File: config.mk
export PLATFORM = sky130hd
export DESIGN_NAME = exec_unit
export DESIGN_NICKNAME = d
export VERILOG_FILES = /design/src/source/exec_pkg.sv /design/src/source/exec_unit.sv /design/src/source/exec_output_stage.sv /design/src/source/alu.sv /design/src/source/exec_input_buffer.sv
export SDC_FILE = /design/constraint.sdc
export NUM_CORES = 2
export LEC_CHECK = 0
export ABC_AREA = 1
export ABC_CLOCK_PERIOD_IN_PS = 11400
export BUFFER_PORTS_ARGS = -buffer_cell sky130_fd_sc_hd__buf_4
export CORE_MARGIN = 2
export CORE_UTILIZATION = 55
export DETAILED_ROUTE_END_ITERATION = 12
export PLACE_DENSITY = 0.83
export SETUP_SLACK_MARGIN = 0.1
export SYNTH_ARGS = -nofsm -noshare
export SYNTH_HDL_FRONTEND = slang
export SYNTH_SLANG_ARGS = --single-unit
File: constraint.sdc
create_clock -name clk_i -period 11.4 [get_ports clk_i]
set_clock_uncertainty 0.15 [all_clocks]
set_input_delay 1.14 -clock clk_i [delete_from_list [all_inputs] [get_ports clk_i]]
set_output_delay 1.14 -clock clk_i [all_outputs]
set_load 0.05 [all_outputs]
File: src/source/exec_pkg.sv
package exec_pkg;

    // data path widths of the Thumb-style core
    localparam int WORD      = 32;
    localparam int HALF_WORD = 16;
    localparam int BYTE      = 8;

    // operation codes seen by the ALU, in the order the decoder numbers them
    typedef enum logic [4:0] {
        ALU_LEFT_SHIFT_L     = 5'd0,
        ALU_RIGHT_SHIFT_L    = 5'd1,
        ALU_RIGHT_SHIFT_A    = 5'd2,
        ALU_ADD              = 5'd3,
        ALU_SUB              = 5'd4,
        ALU_AND              = 5'd5,
        ALU_OR               = 5'd6,
        ALU_XOR              = 5'd7,
        ALU_ROTATE_R         = 5'd8,
        ALU_MULT             = 5'd9,
        ALU_NOT              = 5'd10,
        ALU_BIT_CLEAR        = 5'd11,
        ALU_S_EXTEND_HW      = 5'd12,
        ALU_S_EXTEND_BYTE    = 5'd13,
        ALU_UN_S_EXTEND_HW   = 5'd14,
        ALU_UN_S_EXTEND_BYTE = 5'd15,
        ALU_BYTE_REV_W       = 5'd16,
        ALU_BYTE_REV_P_HW    = 5'd17,
        ALU_BYTE_REV_S_HW    = 5'd18
    } alu_op_e;

    // architectural condition flags, N in the top bit
    typedef struct packed {
        logic negative;
        logic zero;
        logic carry;
        logic overflow;
    } status_flags_t;

    // one request for the execute unit
    typedef struct packed {
        alu_op_e         op;
        logic            set_flags;
        logic [WORD-1:0] operand_a;
        logic [WORD-1:0] operand_b;
    } exec_req_t;

    // result of one request with the flags valid after it
    typedef struct packed {
        logic [WORD-1:0] result;
        status_flags_t   flags;
    } exec_rsp_t;

endpackage
File: src/source/exec_unit.sv
`timescale 1ns/100ps

module exec_unit (
    input  logic                    clk_i,
    input  logic                    reset_i,

    input  logic                    req_valid_i,
    input  exec_pkg::exec_req_t     req_i,
    output logic                    req_ready_o,

    output logic                    rsp_valid_o,
    output exec_pkg::exec_rsp_t     rsp_o,
    input  logic                    rsp_ready_i,

    output exec_pkg::status_flags_t flags_o
);
    import exec_pkg::*;

    logic            stage_valid;
    logic            stage_ready;
    exec_req_t       stage_req;
    logic [WORD-1:0] alu_result;
    status_flags_t   alu_flags;

    exec_input_buffer u_exec_input_buffer (
        .clk_i         (clk_i),
        .reset_i       (reset_i),
        .req_valid_i   (req_valid_i),
        .req_i         (req_i),
        .req_ready_o   (req_ready_o),
        .stage_valid_o (stage_valid),
        .stage_req_o   (stage_req),
        .stage_ready_i (stage_ready)
    );

    // the ALU sees the committed flags so C and V pass through correctly
    alu u_alu (
        .req_i    (stage_req),
        .flags_i  (flags_o),
        .result_o (alu_result),
        .flags_o  (alu_flags)
    );

    exec_output_stage u_exec_output_stage (
        .clk_i         (clk_i),
        .reset_i       (reset_i),
        .stage_valid_i (stage_valid),
        .set_flags_i   (stage_req.set_flags),
        .result_i      (alu_result),
        .next_flags_i  (alu_flags),
        .stage_ready_o (stage_ready),
        .rsp_valid_o   (rsp_valid_o),
        .rsp_o         (rsp_o),
        .rsp_ready_i   (rsp_ready_i),
        .flags_o       (flags_o)
    );

endmodule

File: src/source/exec_output_stage.sv
`timescale 1ns/100ps

module exec_output_stage (
    input  logic                      clk_i,
    input  logic                      reset_i,

    input  logic                      stage_valid_i,
    input  logic                      set_flags_i,
    input  logic [exec_pkg::WORD-1:0] result_i,
    input  exec_pkg::status_flags_t   next_flags_i,
    output logic                      stage_ready_o,

    output logic                      rsp_valid_o,
    output exec_pkg::exec_rsp_t       rsp_o,
    input  logic                      rsp_ready_i,

    output exec_pkg::status_flags_t   flags_o
);
    import exec_pkg::*;

    logic          load;
    status_flags_t flags_after;

    // the register can take a new entry when empty or when it drains this edge
    assign stage_ready_o = !rsp_valid_o || rsp_ready_i;
    assign load          = stage_valid_i && stage_ready_o;

    // flags that are architecturally valid once this operation retires
    assign flags_after = set_flags_i ? next_flags_i : flags_o;

    always_ff @(posedge clk_i) begin
        if (reset_i) begin
            rsp_valid_o <= 1'b0;
            flags_o     <= '0;
        end else begin
            if (load) begin
                rsp_valid_o <= 1'b1;
            end else if (rsp_ready_i) begin
                rsp_valid_o <= 1'b0;
            end

            if (load && set_flags_i) begin
                flags_o <= next_flags_i;
            end
        end
    end

    always_ff @(posedge clk_i) begin
        if (load) begin
            rsp_o.result <= result_i;
            rsp_o.flags  <= flags_after;
        end
    end

endmodule

File: src/source/alu.sv
`timescale 1ns/100ps

module alu (
    input  exec_pkg::exec_req_t       req_i,
    input  exec_pkg::status_flags_t   flags_i,
    output logic [exec_pkg::WORD-1:0] result_o,
    output exec_pkg::status_flags_t   flags_o
);
    import exec_pkg::*;

    logic [WORD-1:0]          op_a;
    logic [WORD-1:0]          op_b;
    logic [BYTE-1:0]          shift_amt;
    logic                     big_shift;
    logic [$clog2(WORD)-1:0]  rot_amt;
    logic [2*WORD-1:0]        rot_double;
    // one extra bit so the carry out of bit 31 is kept
    logic [WORD:0]            add_sum;
    logic [WORD:0]            sub_diff;
    logic                     add_overflow;
    logic                     sub_overflow;

    assign op_a = req_i.operand_a;
    assign op_b = req_i.operand_b;

    // shifts only look at the bottom byte of operand b
    assign shift_amt = op_b[BYTE-1:0];
    assign big_shift = (shift_amt >= BYTE'(WORD));

    // rotating the doubled word leaves the wrapped bits in the low half
    assign rot_amt    = op_b[$clog2(WORD)-1:0];
    assign rot_double = {op_a, op_a} >> rot_amt;

    assign add_sum  = {1'b0, op_a} + {1'b0, op_b};
    assign sub_diff = {1'b0, op_a} - {1'b0, op_b};

    // add overflows when both inputs share a sign that the sum does not have
    assign add_overflow = ~(op_a[WORD-1] ^ op_b[WORD-1])
                        & (add_sum[WORD-1] ^ op_a[WORD-1]);

    // subtract overflows when the input signs differ and the sign of a is lost
    assign sub_overflow = (op_a[WORD-1] ^ op_b[WORD-1])
                        & (sub_diff[WORD-1] ^ op_a[WORD-1]);

    always_comb begin
        result_o = '0;
        case (req_i.op)
            ALU_LEFT_SHIFT_L: begin
                result_o = big_shift ? '0 : op_a << shift_amt[$clog2(WORD)-1:0];
            end
            ALU_RIGHT_SHIFT_L: begin
                result_o = big_shift ? '0 : op_a >> shift_amt[$clog2(WORD)-1:0];
            end
            ALU_RIGHT_SHIFT_A: begin
                if (big_shift) begin
                    result_o = {WORD{op_a[WORD-1]}};
                end else begin
                    result_o = $signed(op_a) >>> shift_amt[$clog2(WORD)-1:0];
                end
            end
            ALU_ADD:              result_o = add_sum[WORD-1:0];
            ALU_SUB:              result_o = sub_diff[WORD-1:0];
            ALU_AND:              result_o = op_a & op_b;
            ALU_OR:               result_o = op_a | op_b;
            ALU_XOR:              result_o = op_a ^ op_b;
            ALU_ROTATE_R:         result_o = rot_double[WORD-1:0];
            // only the low word of the product is architecturally visible
            ALU_MULT:             result_o = op_a * op_b;
            ALU_NOT:              result_o = ~op_a;
            ALU_BIT_CLEAR:        result_o = op_a & ~op_b;
            ALU_S_EXTEND_HW: begin
                result_o = {{(WORD-HALF_WORD){op_a[HALF_WORD-1]}}, op_a[HALF_WORD-1:0]};
            end
            ALU_S_EXTEND_BYTE: begin
                result_o = {{(WORD-BYTE){op_a[BYTE-1]}}, op_a[BYTE-1:0]};
            end
            ALU_UN_S_EXTEND_HW: begin
                result_o = {{(WORD-HALF_WORD){1'b0}}, op_a[HALF_WORD-1:0]};
            end
            ALU_UN_S_EXTEND_BYTE: begin
                result_o = {{(WORD-BYTE){1'b0}}, op_a[BYTE-1:0]};
            end
            ALU_BYTE_REV_W: begin
                result_o = {op_a[BYTE-1 -: BYTE], op_a[2*BYTE-1 -: BYTE],
                            op_a[3*BYTE-1 -: BYTE], op_a[4*BYTE-1 -: BYTE]};
            end
            ALU_BYTE_REV_P_HW: begin
                // swap the bytes inside each halfword
                result_o = {op_a[3*BYTE-1 -: BYTE], op_a[4*BYTE-1 -: BYTE],
                            op_a[BYTE-1 -: BYTE], op_a[2*BYTE-1 -: BYTE]};
            end
            ALU_BYTE_REV_S_HW: begin
                // low halfword swapped, then sign extended from the new top byte
                result_o = {{(WORD-HALF_WORD){op_a[BYTE-1]}},
                            op_a[BYTE-1 -: BYTE], op_a[2*BYTE-1 -: BYTE]};
            end
            default: result_o = '0;
        endcase
    end

    always_comb begin
        flags_o.negative = result_o[WORD-1];
        flags_o.zero     = (result_o == '0);
        // C and V carry over unless the op is an add or a subtract
        flags_o.carry    = flags_i.carry;
        flags_o.overflow = flags_i.overflow;
        if (req_i.op == ALU_ADD) begin
            flags_o.carry    = add_sum[WORD];
            flags_o.overflow = add_overflow;
        end else if (req_i.op == ALU_SUB) begin
            // carry after subtract means no borrow was taken
            flags_o.carry    = ~sub_diff[WORD];
            flags_o.overflow = sub_overflow;
        end
    end

endmodule

File: src/source/exec_input_buffer.sv
`timescale 1ns/100ps

module exec_input_buffer (
    input  logic                clk_i,
    input  logic                reset_i,

    input  logic                req_valid_i,
    input  exec_pkg::exec_req_t req_i,
    output logic                req_ready_o,

    output logic                stage_valid_o,
    output exec_pkg::exec_req_t stage_req_o,
    input  logic                stage_ready_i
);
    import exec_pkg::*;

    logic      main_valid;
    logic      skid_valid;
    exec_req_t main_req;
    exec_req_t skid_req;
    logic      accept;
    logic      leave;

    // ready only depends on the skid flop, so there is no combinational
    // path from the output stage back to the producer
    assign req_ready_o = !skid_valid;

    assign accept = req_valid_i && req_ready_o;
    assign leave  = main_valid && stage_ready_i;

    assign stage_valid_o = main_valid;
    assign stage_req_o   = main_req;

    always_ff @(posedge clk_i) begin
        if (reset_i) begin
            main_valid <= 1'b0;
            skid_valid <= 1'b0;
        end else begin
            if (!main_valid || leave) begin
                // main slot is free this edge, the skid entry has priority
                main_valid <= skid_valid || accept;
                skid_valid <= 1'b0;
            end else if (accept) begin
                // main is stalled, park the new request in the skid slot
                skid_valid <= 1'b1;
            end
        end
    end

    // payload registers follow the same steering as the valid bits
    always_ff @(posedge clk_i) begin
        if (!main_valid || leave) begin
            if (skid_valid) begin
                main_req <= skid_req;
            end else if (accept) begin
                main_req <= req_i;
            end
        end else if (accept) begin
            skid_req <= req_i;
        end
    end

endmodule

==> impl_metrics.env <==
export IMPL_crit_fanout=18
export IMPL_cts_resized=0
export IMPL_final_cell_mix="nand2_1, inv_1, fa_1"
export IMPL_worstPathRequired_ns=11.59
export IMPL_wl_per_cell_um=25.6
export IMPL_seq_area_frac_synth=0.155
export IMPL_grt_overflow=0
export IMPL_status="complete, no violations"
export IMPL_min_path_type="reg2reg"
export IMPL_htree_levels=4
export IMPL_numCtsBuffers=17
export IMPL_cpPeakStageDelay_ns=1.00
export IMPL_globalplace_congestion=1.13
export IMPL_ioPinCount=116
export IMPL_core_sq_mm=0.0630
export IMPL_layout_nets=5817
export IMPL_post_cts_buffers=0
export IMPL_final_common_cell="nand2_1"
export IMPL_antenna_found_initial=6
export IMPL_drt_total_wl_um=153000
export IMPL_dieArea_sq_mm=0.0657
export IMPL_cts_tree="done"
export IMPL_syn_cell_area_sq_mm=0.0350
export IMPL_grt_pass1_vias=35166
export IMPL_drive_above_1_share=0.0572
export IMPL_slew_headroom=0.104
export IMPL_dr_pass1_iters=7
export IMPL_critPathMostFrequentCell="fa_1"
export IMPL_critPathBufInv=6
export IMPL_yosys_warnings=0
export IMPL_place_ws_ns=2.71
export IMPL_synth_edf_count=176
export IMPL_hold_ws_ns=0.360
export IMPL_tightest_slew_ns=1.33
export IMPL_syn_inst=5147
export IMPL_clock_path_buffers=2
export IMPL_cts_root_buf="clkbuf_16"
export IMPL_finalMaxSlewViolations=0
export IMPL_drc=0
export IMPL_max_freq_mhz=112
export IMPL_synth_area_per_cell_sq_um=6.81
export IMPL_clkSinkCount=183
export IMPL_start_kind="register"
export IMPL_setup_viol=0
export IMPL_postCtsHoldBufs=0
export IMPL_criticalPathCategory="reg2reg"
export IMPL_yosys_register_bits=183
export IMPL_critPathSlowestCell="o21ai_0"
export IMPL_globalRouteTotalUtil=0.465
export IMPL_initial_core_util=0.556
export IMPL_period_needed_ns=8.94
export IMPL_drv_cap=0
export IMPL_drtAntennaViolNets=0
export IMPL_ys_types=59
export IMPL_viasPerCell=6.08
export IMPL_synthArstFlopShare=0
export IMPL_fin_crit_sh=0.785
export IMPL_dieHeight_um=256
export IMPL_rsz0062_at_grt="false"
export IMPL_finalHoldViolations=0
export IMPL_grt_max_degree=74
export IMPL_area_delta_synth_final_pct=6.21
export IMPL_syn_nets=5851
export IMPL_num_rows=92
export IMPL_detail_route_iter0_violations=5184
export IMPL_synthFlopType="edfxtp_1"
export IMPL_setup_slack_ns=2.46
export IMPL_io_buffer_count=115
export IMPL_route_vias_total=36334
export IMPL_worstPathArrival_ns=9.13
export IMPL_die_w_um=256
export IMPL_crit_family="adder cells"
export IMPL_clk_latency_ns=0.49
export IMPL_grt_first_pass_wirelength_um=226000
export IMPL_dpl_hpwl_um=119000
export IMPL_fin_tns_setup_ns=0
export IMPL_cp_end_kind="register"
export IMPL_cts_clk_slew_worst_paths_ns=0.11
export IMPL_fillerInstances=5932
==> synthesized netlist by cell type (all sizes together) (17+ instances only) <==
cell / count / area [sq um]
nand2: 1591 / 5990
inv: 1038 / 3900
fa: 410 / 8210
o21ai: 306 / 1530
nand3: 302 / 1520
nor2: 253 / 967
a21oi: 235 / 1180
ha: 220 / 2750
edfxtp: 176 / 5290
clkbuf: 137 / 518
buf: 122 / 576
nand4: 62 / 388
o211ai: 45 / 343
o22ai: 42 / 263
nor3: 26 / 141
or2: 19 / 119
a21o: 17 / 128
==> path summary, 6_finish.rpt <==
path	startpoint	cells after the start	slack (ns)	endpoint
worst max-delay path	u_exec_input_buffer.stage_req_o[40]	28	2.46	u_exec_output_stage.rsp_o[2]
worst min-delay path	u_exec_input_buffer.skid_req[13]	2	0.36	u_exec_input_buffer.stage_req_o[13]
worst max register to register	u_exec_input_buffer.stage_req_o[40]	28	2.46	u_exec_output_stage.rsp_o[2]
worst min register to register	u_exec_input_buffer.skid_req[13]	2	0.36	u_exec_input_buffer.stage_req_o[13]
==> per-layer routing <==
metal,track usage,wire length [um],up-vias,share of wire
met4,0.288,11300,4,0.074
met3,0.123,21100,583,0.14
met1,0.617,57400,17150,0.38
li1,-,-,15872,-
met2,0.678,63000,2725,0.41
met5,0,31,-,0.00020
==> worst reg2reg max path: cells and delay by family (launching register included) <==
kind / cells / cell delay, ns
adder cells (fa/ha/maj): 9 / 3.85
AO/OA/AOI/OAI: 7 / 2.12
AND/OR/NAND/NOR: 6 / 0.98
flip-flops: 1 / 0.92
buffers and inverters: 6 / 0.77
==> cells by family (layout without fill, tap and decap cells) <==
logic type      Yosys count  in the layout  synth area share
flops                   183            183             0.155
buf+inv                1298           1277             0.143
simple gates           2285           2285             0.267
mux                       5              5           0.00143
fa+ha+maj               630            630             0.313
xor+xnor                 24             24           0.00600
other cells               0              4                 0
compound gates          722            722             0.115
==> metrics by stage <==
step,cells,utilization,cell area (sq um)
after CTS,5972,0.591,37200
after global routing,5972,0.591,37200
after detailed placement,5940,0.580,36600
after floorplan,5147,-,35000
final,5976,0.591,37200
after global placement,5940,0.580,36600
==> layout make-up <==
| cell class | instances | area [sq um] | area share |
|---|---|---|---|
| multi-input cells | 3666 | 24600 | 0.662 |
| flip-flops and latches | 183 | 5430 | 0.146 |
| inverters | 1039 | 3900 | 0.105 |
| repair buffers | 206 | 1550 | 0.0416 |
| well taps | 846 | 1060 | 0.0285 |
| clock buffers | 17 | 425 | 0.0114 |
| clock inverters | 15 | 218 | 0.00585 |
| diodes | 4 | 10.0 | 0.000269 |
==> sequential cells by signal (all words and copies together) (netlist names) <==
| register | count |
|---|---|
| u_exec_input_buffer.skid_req | 70 |
| u_exec_output_stage.flags_o | 4 |
| u_exec_output_stage.rsp_valid_o | 1 |
| u_exec_output_stage.rsp_o | 36 |
| u_exec_input_buffer.stage_valid_o | 1 |
| u_exec_input_buffer.skid_valid | 1 |
| u_exec_input_buffer.stage_req_o | 70 |
Power is left out: the tool's default activity adds up to more than one toggle a clock period on the data nets, which glitch-free logic cannot reach.
